<file path="src/verilog/mem_subsystem_pkg.sv">
`default_nettype none

package mem_subsystem_pkg;

   // Line geometry
   localparam int LINE_ADDR_W = 16;
   localparam int LINE_W      = 128;
   localparam int IRQ_W       = 8;

   typedef logic [LINE_ADDR_W-1:0] line_addr_t;
   typedef logic [LINE_W-1:0]      line_data_t;
   typedef logic [IRQ_W-1:0]       irq_vec_t;

   // Where a data request is steered
   typedef enum logic {
      tgt_mem,
      tgt_io
   } target_t;

   // IO space is every line address with bits 14..12 all set
   localparam int IO_SEL_MSB = 14;
   localparam int IO_SEL_LSB = 12;

   // Register offsets inside IO space, taken from address bit 0
   localparam logic IO_REG_MASK    = 1'b0;
   localparam logic IO_REG_PENDING = 1'b1;

   // Line memory, indexed by the low address bits
   localparam int MEM_DEPTH = 256;
   localparam int MEM_IDX_W = $clog2(MEM_DEPTH);
   typedef logic [MEM_IDX_W-1:0] mem_idx_t;

   // Response queue, also the bound on outstanding data requests
   localparam int RSP_DEPTH = 4;
   localparam int RSP_PTR_W = $clog2(RSP_DEPTH);
   localparam int RSP_CNT_W = $clog2(RSP_DEPTH + 1);
   typedef logic [RSP_PTR_W-1:0] rsp_ptr_t;
   typedef logic [RSP_CNT_W-1:0] rsp_cnt_t;

endpackage

`default_nettype wire

</file>
<file path="src/verilog/line_req_if.sv">
`timescale 1ns/1ps
`default_nettype none

// Decoded line request, one per target
interface line_req_if;

   logic                         valid;
   logic                         wr;
   mem_subsystem_pkg::line_addr_t addr;
   mem_subsystem_pkg::line_data_t wdata;

   // Decoder side
   modport initiator (
      output valid,
      output wr,
      output addr,
      output wdata
   );

   // Memory or interrupt unit side, no ready since credit is checked upstream
   modport target (
      input valid,
      input wr,
      input addr,
      input wdata
   );

endinterface

`default_nettype wire

</file>
<file path="src/verilog/interrupt_unit.sv">
`timescale 1ns/1ps
`default_nettype none

module interrupt_unit (
   input  wire                             clk,
   input  wire                             arst_n,
   line_req_if.target                      io_req,
   output logic                            io_rsp_valid,
   output mem_subsystem_pkg::line_data_t   io_rsp_rdata,
   input  wire mem_subsystem_pkg::irq_vec_t irq_lines,
   output logic                            interrupt
);

   mem_subsystem_pkg::irq_vec_t mask_q;
   mem_subsystem_pkg::irq_vec_t pending_q;
   mem_subsystem_pkg::irq_vec_t clear;
   logic                        sel_mask;
   logic                        sel_pending;
   logic                        reg_wr;

   assign sel_mask    = (io_req.addr[0] == mem_subsystem_pkg::IO_REG_MASK);
   assign sel_pending = (io_req.addr[0] == mem_subsystem_pkg::IO_REG_PENDING);
   assign reg_wr      = io_req.valid & io_req.wr;

   // Write-one-to-clear on pending
   assign clear = (reg_wr && sel_pending) ?
                  io_req.wdata[mem_subsystem_pkg::IRQ_W-1:0] : '0;

   always_ff @(posedge clk or negedge arst_n) begin
      if (!arst_n) begin
         mask_q    <= '0;
         pending_q <= '0;
         interrupt <= 1'b0;
      end else begin
         if (reg_wr && sel_mask) begin
            mask_q <= io_req.wdata[mem_subsystem_pkg::IRQ_W-1:0];
         end
         // An active line wins over a clear in the same cycle
         pending_q <= (pending_q & ~clear) | irq_lines;
         interrupt <= |(pending_q & mask_q);
      end
   end

   always_ff @(posedge clk or negedge arst_n) begin
      if (!arst_n) begin
         io_rsp_valid <= 1'b0;
      end else begin
         io_rsp_valid <= io_req.valid;
      end
   end

   // Register read, zero-extended to a full line
   always_ff @(posedge clk) begin
      if (io_req.valid) begin
         if (io_req.wr) begin
            io_rsp_rdata <= '0;
         end else if (sel_pending) begin
            io_rsp_rdata <= mem_subsystem_pkg::line_data_t'(pending_q);
         end else begin
            io_rsp_rdata <= mem_subsystem_pkg::line_data_t'(mask_q);
         end
      end
   end

endmodule

`default_nettype wire

</file>
<file path="src/flat_wrapper.sv">
// flat-port wrapper written by rule: the top's interface ports become plain ports
module interrupt_unit_flat 
  (clk, arst_n, io_rsp_valid, io_rsp_rdata, irq_lines, interrupt, io_req_valid, io_req_wr, io_req_addr, io_req_wdata);
  line_req_if io_req_i ();
  input  wire clk;
  input  wire arst_n;
  output logic io_rsp_valid;
  output mem_subsystem_pkg::line_data_t io_rsp_rdata;
  input  wire mem_subsystem_pkg::irq_vec_t irq_lines;
  output logic interrupt;
  input wire logic [$bits(io_req_i.valid)-1:0] io_req_valid;
  input wire logic [$bits(io_req_i.wr)-1:0] io_req_wr;
  input wire logic [$bits(io_req_i.addr)-1:0] io_req_addr;
  input wire logic [$bits(io_req_i.wdata)-1:0] io_req_wdata;
  assign io_req_i.valid = io_req_valid;
  assign io_req_i.wr = io_req_wr;
  assign io_req_i.addr = io_req_addr;
  assign io_req_i.wdata = io_req_wdata;
  interrupt_unit u_core (.clk(clk), .arst_n(arst_n), .io_req(io_req_i), .io_rsp_valid(io_rsp_valid), .io_rsp_rdata(io_rsp_rdata), .irq_lines(irq_lines), .interrupt(interrupt));
endmodule
</file>
<file path="config.mk">
export PLATFORM = sky130hd
export DESIGN_NAME = interrupt_unit_flat
export DESIGN_NICKNAME = d
export VERILOG_FILES = /design/src/verilog/mem_subsystem_pkg.sv /design/src/verilog/line_req_if.sv /design/src/verilog/interrupt_unit.sv /design/src/flat_wrapper.sv
export SDC_FILE = /design/constraint.sdc
export NUM_CORES = 1
export LEC_CHECK = 0
export ABC_AREA = 0
export ABC_CLOCK_PERIOD_IN_PS = 850
export BUFFER_PORTS_ARGS = -buffer_cell sky130_fd_sc_hd__clkbuf_2
export CORE_AREA = 5 5 107 109
export CTS_CLUSTER_SIZE = 14
export DETAILED_ROUTE_END_ITERATION = 12
export DIE_AREA = 0 0 112 114
export GPL_ROUTABILITY_DRIVEN = 0
export PLACE_DENSITY = 0.6
export SLEW_MARGIN = 20
export SYNTH_ARGS = -nofsm -noshare
export SYNTH_HDL_FRONTEND = slang
export SYNTH_SLANG_ARGS = --single-unit
</file>
<file path="constraint.sdc">
create_clock -name clk -period 0.85 [get_ports clk]
set_input_delay 0.085 -clock clk [delete_from_list [all_inputs] [get_ports clk]]
set_output_delay 0.085 -clock clk [all_outputs]
set_load 0.05 [all_outputs]
</file>
* Word level (Yosys, flattened, before mapping) *
Cells that the tools add are included.

storage, ports and cells
  register bits after elaboration = 146
  input port bits = 156
  output and inout bits = 130
  logic and storage cells = 16

operators by class
  mux-type cells = 2
  bitwise operators = 6
  reductions and logical operators = 3

operators with widths
  cell                number
  AND 8 bit           2
  two-way mux 8 bit   2
  NOT 8 bit           1
  OR 8 bit            1
  OR reduction 8 bit  1
  logical AND 1 bit   2
  AND 1 bit           1
  NOT 1 bit           1

* Logic depth before layout (Yosys ltp) *
  depth in word-level cells = 6
  mapped depth = 4

* Worst setup path after synthesis *
Ideal clock, no wire load.

  kind = in2reg
  start = in io_req_addr[0]
  end = reg u_core.io_rsp_rdata[0] (data pin)
  library setup time = 0.257 ns
  data arrival time = 0.581 ns
  data required time = 0.593 ns
  path slack = 0.012 ns
  stages = 4
  path buffers = 2
  cell sequence = buf_6 > buf_4 > mux2i_1 > nor2_1

between the ends
  cells in the longest elaborated chain, start to end = 1

ends and longest elaborated chain
  item                  line                  text
  start, declared       flat_wrapper.sv:13    input wire logic [$bits(io_req_i.addr)-1:0] io_req_addr;
  two-way mux 8 bit     interrupt_unit.sv:57  end else if (sel_pending) begin
  end signal, assigned  interrupt_unit.sv:58  io_rsp_rdata <= mem_subsystem_pkg::line_data_t'(pending_q);
  end signal, assigned  interrupt_unit.sv:60  io_rsp_rdata <= mem_subsystem_pkg::line_data_t'(mask_q);
  end, declared         interrupt_unit.sv:9   output mem_subsystem_pkg::line_data_t io_rsp_rdata,

No other way between the ends.
A chain may end at the register's enable or synchronous reset.

* Final worst setup path *
  start = reg u_core.io_rsp_rdata[6]
  end = out io_rsp_rdata[6]

RTL lines
  item           line               text
  end, declared  flat_wrapper.sv:8  output mem_subsystem_pkg::line_data_t io_rsp_rdata;

No word-level cell between the ends.

==> results.toml <==
[routing]
postRouteAntennaNets = 0
vias = 1117
dr.pass1.iters = 4
drtIter0Drc = 22
wl_mm = 3.51
wl_per_cell_um = 9.26
remaining_drc_errors = 0
vias_per_cell = 2.95

[timing]
fin_setup_tns_ns = -0.727
fin_crit_ns = 0.945
whs_ns = 0.00883
grt_setup_unrepaired = "true"
clock_skew_ns = 0.00431
fmax_mhz = 1060
finalSetupViolations = 13
postLayoutSetupSlackWorst_ns = -0.0947
fin_crit_sh = 1.11
hold_violations = 0
slew_violations = 0

[synthesis]
synth_seq_cells = 26
post_synth_num_cell_types = 13
syn_inst = 198
synth_area_um2 = 2000
synth_top_area_share = 0.458
yosysWarningCount = 0
seq_area_frac_synth = 0.346
synthTopCellsByArea = "buf_4, dfrtp_1, edfxtp_1"
syn_avg_cell_area_um2 = 10.1
yosys.area.top_type = "buf_4"

[power_and_ir_drop]
p_leak_nw = 1.05
ir_worst_vdd_mv = 0.645
totalPowerFinal_mw = 4.04
powerDensity_nw_per_um2 = 1920

[global_route]
grt_max_degree = 19
grt_overflow = 0
busiest_layer = "met2"
grt_use_met3 = 0.0170
use_met2 = 0.0735
grt_pass1_vias = 1122
grtUsageTotal = 0.0490
grt_use_met1 = 0.0658
antenna_found_initial = 1
grt_pass1_wl_mm = 5.18

[clock_tree]
clk_pin_slew_worst_paths_ns = 0.09
clock_path_buffers = 2
cts_buffers = 3
cts_tree = "done"
clock_latency_ns = 0.27
h-tree-depth = 1
clock_sinks = 26
root_buffer = "clkbuf_8"

[placed_design]
dp_hpwl_mm = 2.84
placed_cell_area_um2 = 1880
place.detailed.instances = 368
io_buffer_count = 30
dp_slack_ns = -0.0712

[run_status]
violations = "negative setup slack"
status = "finished with violations"

[critical_path]
startpoint = "u_core.io_rsp_rdata[6]"
rr_startpoint = "u_core.pending_q[3]"
cp_max_fo = 1
crit_type = "reg2out"
cp.depth = 1
path_buf_inv = 1
crit_arrival_ns = 0.86
timing.rr.end = "u_core.io_rsp_rdata[3]"
cp_cell_sequence = "buf_8"
required_ns = 0.76
cp-end-kind = "output pin"
cpPeakStageDelay_ns = 0.42
crit_path_end = "io_rsp_rdata[6]"
start_kind = "register"
crit_family = "flip-flops"
reg2reg_depth = 2
worst-r2r-setup-slack_ns = -0.01
crit_slowest_cell = "edfxtp_1"

[finish]
area_delta_synth_final_pct = 5.57
n_antenna_cell = 0
final_area_um2 = 2110
drive_gt1_frac = 0.234
fin_nets = 396
utilization = 0.201
layout.cells.non_filler = 379

[job]
drv_cap = 0

[die]
core_area_um2 = 10500
initial_utilization = 0.190
io_pins = 286
dieArea_um2 = 12800
die_w_um = 112
rows = 38
dieHeight_um = 114

[hold_path]
whs_path_depth = 2
hold_class = "in2reg"
[worst min path at each step]
stage,to,from,slack [ns]
3_5_place_dp,u_core.interrupt,arst_n,0.06
2_1_floorplan,u_core.interrupt,arst_n,-0.21
3_3_place_gp,u_core.interrupt,arst_n,0.06
5_1_grt,u_core.pending_q[4],irq_lines[4],0.007
4_1_cts,u_core.pending_q[3],irq_lines[3],0.005
6_report,u_core.pending_q[5],irq_lines[5],0.009
[layout by cell type (no fill, tap or decap)]
cell and count:
mux2i_1 8, buf_8 5, a22oi_2 4, edfxtp_1 8, buf_4 9, conb_1 120, clkbuf_2 20, mux2_2 8
nand3b_4 1, nand4_1 9, dlygate4sd3_1 4, nor2_1 8, a21o_1 8, clkbuf_8 9, dfrtp_1 18
[sequential cells by signal, indices dropped and copies added (netlist names)]
signal               flops
u_core.interrupt         1
u_core.io_rsp_rdata      8
u_core.io_rsp_valid      1
u_core.mask_q            8
u_core.pending_q         8
[timing repair]
item                                    CTS  global route
setup buffers                             1             2
hold buffers                              4             0
endpoints found under the setup margin   12            19
pin swaps                                 1             1
endpoints found under the hold margin    21             0
resized for setup                        23             6
[cell usage after synthesis]
| library cell | number |
|---|---|
| nor2_1 | 8 |
| mux2i_1 | 8 |
| buf_6 | 1 |
| conb_1 | 1 |
| buf_4 | 122 |
| nand4_1 | 9 |
| edfxtp_1 | 8 |
| mux2_2 | 8 |
| a21o_1 | 8 |
| dfrtp_1 | 18 |
| nand3b_4 | 1 |
| a22oi_1 | 4 |
| buf_2 | 2 |
[power by group]
part	total, mW	internal, mW	switching [mW]
logic	1.75	0.289	1.46
clock network	0.781	0.414	0.367
registers	1.52	1.42	0.0933
[worst register-to-register path: stages, from the launching register on]
cell     delay, ns
dfrtp_1       0.41
mux2i_1       0.15
nor2_1        0.06
[metal layers]
metal,part of all wire,wire length (um)
met1,0.38,1340
met2,0.44,1530
met3,0.17,586
met4,0.011,40
met5,0.0020,7
[logic make-up after synthesis]
family | synth area share
AOI/OAI and AO/OA | 0.0451
muxes | 0.0852
buffers and inverters | 0.469
other | 0.00188
DFF | 0.346
and+or+nand+nor | 0.0532
[layout make-up]
type	instances	area, um^2
Fill cell	1148	8400
Multi-Input combinational cell	166	837
Sequential cell	26	691
Timing Repair Buffer	43	352
Tap cell	140	175
Clock buffer	4	55.1
Note: power is estimated with default switching activity, not from simulation.
