--- config.mk ---
export PLATFORM = sky130hd
export DESIGN_NAME = response_merger
export DESIGN_NICKNAME = d
export VERILOG_FILES = /design/src/verilog/mem_subsystem_pkg.sv /design/src/verilog/response_merger.sv
export SDC_FILE = /design/constraint.sdc
export NUM_CORES = 1
export LEC_CHECK = 0
export BUFFER_PORTS_ARGS = -buffer_cell sky130_fd_sc_hd__clkbuf_2
export CORE_MARGIN = 2
export CORE_UTILIZATION = 60
export DETAILED_ROUTE_END_ITERATION = 8
export PLACE_DENSITY = 0.85
export SLEW_MARGIN = 10
export SYNTH_ARGS = -nofsm -noshare
export SYNTH_HDL_FRONTEND = slang
export SYNTH_SLANG_ARGS = --single-unit
--- constraint.sdc ---
create_clock -name clk -period 10.95 [get_ports clk]
set_input_delay 1.6425 -clock clk [delete_from_list [all_inputs] [get_ports clk]]
set_output_delay 1.6425 -clock clk [all_outputs]
set_load 0.05 [all_outputs]
--- src/verilog/mem_subsystem_pkg.sv ---
`default_nettype none

package mem_subsystem_pkg;

   // Line geometry
   localparam int LINE_ADDR_W = 16;
   localparam int LINE_W      = 128;
   localparam int IRQ_W       = 8;

   typedef logic [LINE_ADDR_W-1:0] line_addr_t;
   typedef logic [LINE_W-1:0]      line_data_t;
   typedef logic [IRQ_W-1:0]       irq_vec_t;

   // Where a data request is steered
   typedef enum logic {
      tgt_mem,
      tgt_io
   } target_t;

   // IO space is every line address with bits 14..12 all set
   localparam int IO_SEL_MSB = 14;
   localparam int IO_SEL_LSB = 12;

   // Register offsets inside IO space, taken from address bit 0
   localparam logic IO_REG_MASK    = 1'b0;
   localparam logic IO_REG_PENDING = 1'b1;

   // Line memory, indexed by the low address bits
   localparam int MEM_DEPTH = 256;
   localparam int MEM_IDX_W = $clog2(MEM_DEPTH);
   typedef logic [MEM_IDX_W-1:0] mem_idx_t;

   // Response queue, also the bound on outstanding data requests
   localparam int RSP_DEPTH = 4;
   localparam int RSP_PTR_W = $clog2(RSP_DEPTH);
   localparam int RSP_CNT_W = $clog2(RSP_DEPTH + 1);
   typedef logic [RSP_PTR_W-1:0] rsp_ptr_t;
   typedef logic [RSP_CNT_W-1:0] rsp_cnt_t;

endpackage

`default_nettype wire

--- src/verilog/response_merger.sv ---
`timescale 1ns/1ps
`default_nettype none

module response_merger (
   input  wire                              clk,
   input  wire                              arst_n,
   input  wire                              mem_rsp_valid,
   input  wire mem_subsystem_pkg::line_data_t mem_rsp_rdata,
   input  wire                              io_rsp_valid,
   input  wire mem_subsystem_pkg::line_data_t io_rsp_rdata,
   input  wire                              issue,
   output logic                             credit_ok,
   output logic                             rsp_valid,
   output mem_subsystem_pkg::line_data_t    rsp_rdata,
   input  wire                              rsp_ready
);

   mem_subsystem_pkg::line_data_t fifo [mem_subsystem_pkg::RSP_DEPTH];

   mem_subsystem_pkg::rsp_ptr_t   wr_ptr;
   mem_subsystem_pkg::rsp_ptr_t   rd_ptr;
   mem_subsystem_pkg::rsp_cnt_t   fill;
   mem_subsystem_pkg::rsp_cnt_t   outstanding;
   mem_subsystem_pkg::line_data_t push_data;
   logic                          push;
   logic                          pop;

   // At most one target answers per cycle
   assign push      = mem_rsp_valid | io_rsp_valid;
   assign push_data = io_rsp_valid ? io_rsp_rdata : mem_rsp_rdata;

   assign rsp_valid = (fill != '0);
   assign rsp_rdata = fifo[rd_ptr];
   assign pop       = rsp_valid & rsp_ready;

   // Credit covers requests in flight plus entries still queued
   assign credit_ok = outstanding <
                      mem_subsystem_pkg::rsp_cnt_t'(mem_subsystem_pkg::RSP_DEPTH);

   always_ff @(posedge clk) begin
      if (push) begin
         fifo[wr_ptr] <= push_data;
      end
   end

   // Pointers wrap on their own, depth is a power of two
   always_ff @(posedge clk or negedge arst_n) begin
      if (!arst_n) begin
         wr_ptr <= '0;
         rd_ptr <= '0;
      end else begin
         if (push) begin
            wr_ptr <= wr_ptr + 1'b1;
         end
         if (pop) begin
            rd_ptr <= rd_ptr + 1'b1;
         end
      end
   end

   always_ff @(posedge clk or negedge arst_n) begin
      if (!arst_n) begin
         fill <= '0;
      end else begin
         case ({push, pop})
            2'b10:   fill <= fill + 1'b1;
            2'b01:   fill <= fill - 1'b1;
            default: fill <= fill;
         endcase
      end
   end

   always_ff @(posedge clk or negedge arst_n) begin
      if (!arst_n) begin
         outstanding <= '0;
      end else begin
         case ({issue, pop})
            2'b10:   outstanding <= outstanding + 1'b1;
            2'b01:   outstanding <= outstanding - 1'b1;
            default: outstanding <= outstanding;
         endcase
      end
   end

   a_single_source: assert property (
      @(posedge clk) disable iff (!arst_n)
      !(mem_rsp_valid && io_rsp_valid)
   ) else $error("memory and IO responses in the same cycle");

   // Credit accounting must keep the queue from filling past its depth
   a_no_overflow: assert property (
      @(posedge clk) disable iff (!arst_n)
      push |-> (fill < mem_subsystem_pkg::rsp_cnt_t'(mem_subsystem_pkg::RSP_DEPTH))
   ) else $error("response queue overflow");

endmodule

`default_nettype wire
=== Yosys cells after proc, flatten, opt, wreduce, memory -nomap -nowiden ===
Memories as Yosys holds them, arrays and structs flattened.
Index checks and enable logic that the tools add are counted.

* RAM bits: 512
* Output and inout bits: 130
* Word-level logic and storage cells: 26
* Bits in latches: 0
* Memory bits (read-only): 0
* Bits of input ports: 262
* Register bits: 10
* Memories kept: 1

* Muxes and demuxes: 5
* Shifts and indexed selects: 0
* Divide/modulo/power cells: 0
* Bitwise operators: 2
* Add/sub/neg operators: 6
* Magnitude comparators: 1
* Equal/unequal tests: 4
* $mul: 0
* Reductions and logical operators: 3

{| class="wikitable"
|+ Memory list
! memory !! words !! bits a word !! read ports !! clocked after Yosys merged registers in !! write ports !! line !! RTL
|-
| fifo || 4 || 128 || 1 || 0 || 1 || response_merger.sv:18 || <nowiki>mem_subsystem_pkg::line_data_t fifo [mem_subsystem_pkg::RSP_DEPTH];</nowiki>
|}

{| class="wikitable"
|+ Operators with widths
! operator !! count
|-
| $mux 128 || 1
|-
| $pmux 3 s2 || 2
|-
| $add 3x1->3 const B || 2
|-
| $sub 3x1->3 const B || 2
|-
| $add 2x1->2 const B || 2
|-
| $eq 2x1->1 const B || 2
|-
| $eq 2x2->1 const B || 2
|-
| $reduce_bool 2->1 || 2
|-
| $lt 3x3->1 const B || 1
|-
| $reduce_bool 3->1 || 1
|-
| $mux 1 || 2
|-
| $and 1x1->1 || 1
|-
| $or 1x1->1 || 1
|}

=== Longest topological paths before layout ===
* Depth in word-level cells: 4
* Gate-level depth with buffers: 7
* Depth with buffers taken out: 7

=== Worst setup path before layout ===
Ideal clock, no wire load.

* Path kind: input to register
* Start point: input port mem_rsp_valid
* End point: memory fifo[0][0] (netlist bit), enable pin
* Path buffers: 0
* Setup slack: 2.925 ns
* Cell stages on the path: 2
* Arrival time: 7.393 ns
* Data required time: 10.317 ns
* Setup time: 0.633 ns
* Path through: nor2_1 -> nor2b_1

* Cells in the longest elaborated chain, start to end: 3

{| class="wikitable"
|+ Ends and longest elaborated chain
! element !! line !! RTL
|-
| from (decl) || response_merger.sv:7 || <nowiki>input wire mem_rsp_valid,</nowiki>
|-
| $or 1x1->1 || response_merger.sv:29 || <nowiki>assign push = mem_rsp_valid | io_rsp_valid;</nowiki>
|-
| $mux 1 || response_merger.sv:41 || <nowiki>if (push) begin</nowiki>
|-
| $mux 1 (implied by the code) || response_merger.sv:42 || <nowiki>fifo[wr_ptr] <= push_data;</nowiki>
|-
| to (decl) || response_merger.sv:18 ||
|}

No other way between the ends.

=== Worst setup path after layout ===
* Start point: register rd_ptr[0]
* End point: output port rsp_rdata[67]

* Cells in the longest elaborated chain, start to end: 1

{| class="wikitable"
|+ Ends and longest elaborated chain
! element !! line !! RTL
|-
| from (decl) || response_merger.sv:21 || <nowiki>mem_subsystem_pkg::rsp_ptr_t rd_ptr;</nowiki>
|-
| from (signal assigned) || response_merger.sv:56 || <nowiki>rd_ptr <= rd_ptr + 1'b1;</nowiki>
|-
| $mem_v2 4x128 || - ||
|-
| to (decl) || response_merger.sv:14 || <nowiki>output mem_subsystem_pkg::line_data_t rsp_rdata,</nowiki>
|}

No other way between the ends.

==> metrics <==
Clock power frac=21.4%; RSZ-0062 raised after global routing=no; Synth Cell Area=20500 um2; CTS buffer count=just under 50; Iter 0 DRT Violations=slightly below 700; Synth Area in Simple Gates=less than 1%; overall routing resource usage=around 23%; Mapped Avg Cell Area=~24 um2; Crit Path Max Fanout=between 40 and 50; CP startpoint kind=flip-flop; Max Slew Vio Count=0; Comb power frac=between 30% and 40%; Max Fclk=around 190 MHz; DP Worst Slack=6.15 ns; Critical Path Sink Type=output port; die span in y=about 190 um; vias in the first global route=about 11000; slack of the worst reg-to-reg path=8.59 ns; drt first pass iters=4; Port-buffer cells=between 300 and 400; Adder-Cell Fraction of Synth Area=less than 1%; Post-Route WL=approximately 40000 um; largest net degree at the start of global routing=72; Area Overhead vs Synth=19.3%; XOR/XNOR Fraction of Synth Area=less than 1%; Final Hold Fails=0; WL/cell=22.8 um; CTS tree=yes; highest routed layer=met4; Worst Clk Skew=approximately 0.013 ns; most frequent CP cell=buf_4; RePlAce Congestion=between 0.7 and 0.8; Site Rows=67; Skew-Pair Late Insertion Delay=between 0.5 and 0.6 ns; Flop pwr share=a little under 40%; largest family of logic cells by synthesized area=multiplexers; setup TNS=0 ns; Power Density=about 320 nW/um2; fin worst setup slack=approximately 5.7 ns; crit path DAT=3.58 ns; slew margin rel.=27.9%; IO Pins=about 390; Die Wd=between 150 and 200 um; core area=between 30000 and 40000 um2; sequential share of the synthesized area=about 76%; initial antenna violation count=0; min cycle time layout=between 5 and 6 ns; post-synthesis compound-gate area fraction=0.0426%; antenna cells=0; Met3 Routed Length=about 3100 um; Setup violations, final=0; CTS root buf=clkbuf_16; Fill cells=1950; max_cap viols=0; status=finished, final reports clean; Vias=just over 10000; most common cell after layout, fill and taps aside=edfxtp_1; multiplexer share of the synthesized area=around a fifth; CP max-delay cell=buf_4; DR DRC count=0; Required @ worst endpoint=a little over 9 ns; dpl hpwl=25100 um; peak supply drop=roughly 0.18 mV; drt via density=5.78; Hold Buf Count CTS=0; first-pass GRT wire length=approximately 60000 um; commonest non-fill, non-tap cells in the layout=512 x edfxtp_1, 390 x clkbuf_2, 129 x mux2_2, 128 x mux4_2, 51 x clkbuf_16; worst hold path type=reg2reg; post-CTS sizing=0; Crit Path Class=reg2out; metal2 WL=20800 um; Buf+Inv Stages, Crit Path=3; synthesized flop and latch total=approximately 520; initial core utilization=just over 60%; CP delay by family, top=buffers and inverters; layout cells sized above 1=a little under three fifths; CTS clock-pin slew for the worst setup and hold paths=0.06 ns; static leakage=a little under 0.009 uW; Die ar.=between 30000 and 40000 um2; Setup Fix Bufs, Post-CTS=0; CTS sink count=roughly 520; Bufs on Longest Clock Path=3; post-route ant nets=0; CP cell instances=buf_4 -> buf_4 -> mux4_2 -> clkbuf_2; Synth cell types=19; YS warnings=0; internal power=4730 uW; met1 WL=around 15000 um; Largest stage delay, worst path=roughly 0.77 ns; final critical-path share of the clock period=between 40% and 50%; CTS H-tree lvls=2; gr ovfl total=0; Post-Synthesis Cells=about 860; Final nets=approximately 1500; sw power=between 3000 and 4000 uW; Worst-Margin Slew=between 1 and 1.5 ns; Switching Share=just under 40%; Synth Net Count=1131
-- final timing paths --
| path | startpoint | to | cells after the start |
|---|---|---|---|
| setup / recovery | rd_ptr[0] | rsp_rdata[67] | 4 |
| hold / removal | outstanding[0] | outstanding[0] | 1 |
| setup reg to reg | wr_ptr[0] | fifo[0][57] | 4 |
| hold reg to reg | outstanding[0] | outstanding[0] | 1 |
| max in group asynchronous | arst_n | rd_ptr[1] | 1 |
| min in group asynchronous | arst_n | fill[1] | 1 |
-- worst register-to-register path: stages, from the launching register on --
cell and delay (ns):
dfrtp_1 0.42, inv_1 0.11, ha_1 0.15, nor2b_4 0.47
buf_4 0.75
-- state kept, by name (all words and copies together), names as in the netlist --
signal / count
fifo: 512
outstanding: 3
fill: 3
wr_ptr: 2
rd_ptr: 2
-- layer usage --
metal | up-vias | track usage (%)
met2 | 438 | 39.4
li1 | 4441 | -
met5 | - | 0
met4 | 0 | 5.32
met3 | 59 | 4.91
met1 | 5231 | 29.3
-- cells in the mapped netlist --
| cell type | instances | area (um2) |
|---|---|---|
| buf_2 | 28 | 140 |
| buf_4 | 1 | 7.51 |
| buf_6 | 11 | 124 |
| clkbuf_1 | 3 | 11.3 |
| dfrtp_1 | 10 | 250 |
| edfxtp_1 | 512 | 15400 |
| fa_1 | 2 | 40.0 |
| ha_1 | 6 | 75.1 |
| inv_1 | 10 | 37.5 |
| mux2_2 | 129 | 1450 |
| mux2i_1 | 2 | 20.0 |
| mux4_2 | 128 | 2880 |
| nand2_1 | 1 | 3.75 |
| nor2_1 | 3 | 11.3 |
| nor2b_1 | 4 | 25.0 |
| o31a_1 | 1 | 8.76 |
| or3_1 | 1 | 6.26 |
| xnor2_1 | 5 | 43.8 |
| xor2_1 | 4 | 35.0 |
-- power groups by stage --
stage	registers, uW	logic (uW)	clock network [uW]
global route	3100	3230	1770
global placement	3050	3090	0
detailed placement	3090	3110	0
finish	3040	3090	1670
floorplan	3080	2490	0
CTS	3060	3130	1690
-- cells by family after synthesis --
group,Yosys count
compound gates,1
xor+xnor,9
fa+ha+maj,8
buf+inv,53
flops,522
mux,259
simple gates,9
-- final cells by class --
| cell class | count | area, um2 | share of cell area, % |
|---|---|---|---|
| sequential | 522 | 15600 | 63.8 |
| multi-input combinational | 286 | 4630 | 18.9 |
| timing repair buffer | 404 | 2060 | 8.39 |
| inverter | 10 | 37.5 | 0.153 |
| clock inverter | 30 | 294 | 1.20 |
| tap | 448 | 561 | 2.29 |
| clock buffer | 58 | 1300 | 5.31 |
-- through the flow --
stage          std cells  total power, uW  hold slack, ns  instance area [um2]  util, %
6_report            1758             7800           0.486                24500     72.9
5_1_grt             1758             8100           0.519                24500     72.9
4_1_cts             1758             7880           0.488                24500     72.9
3_5_place_dp        1670             6210           0.475                22900     68.2
3_3_place_gp        1670             6140           0.462                22900     68.2
2_1_floorplan        861             5560           0.446                20500        -
Power figures use the tool's default switching activity.
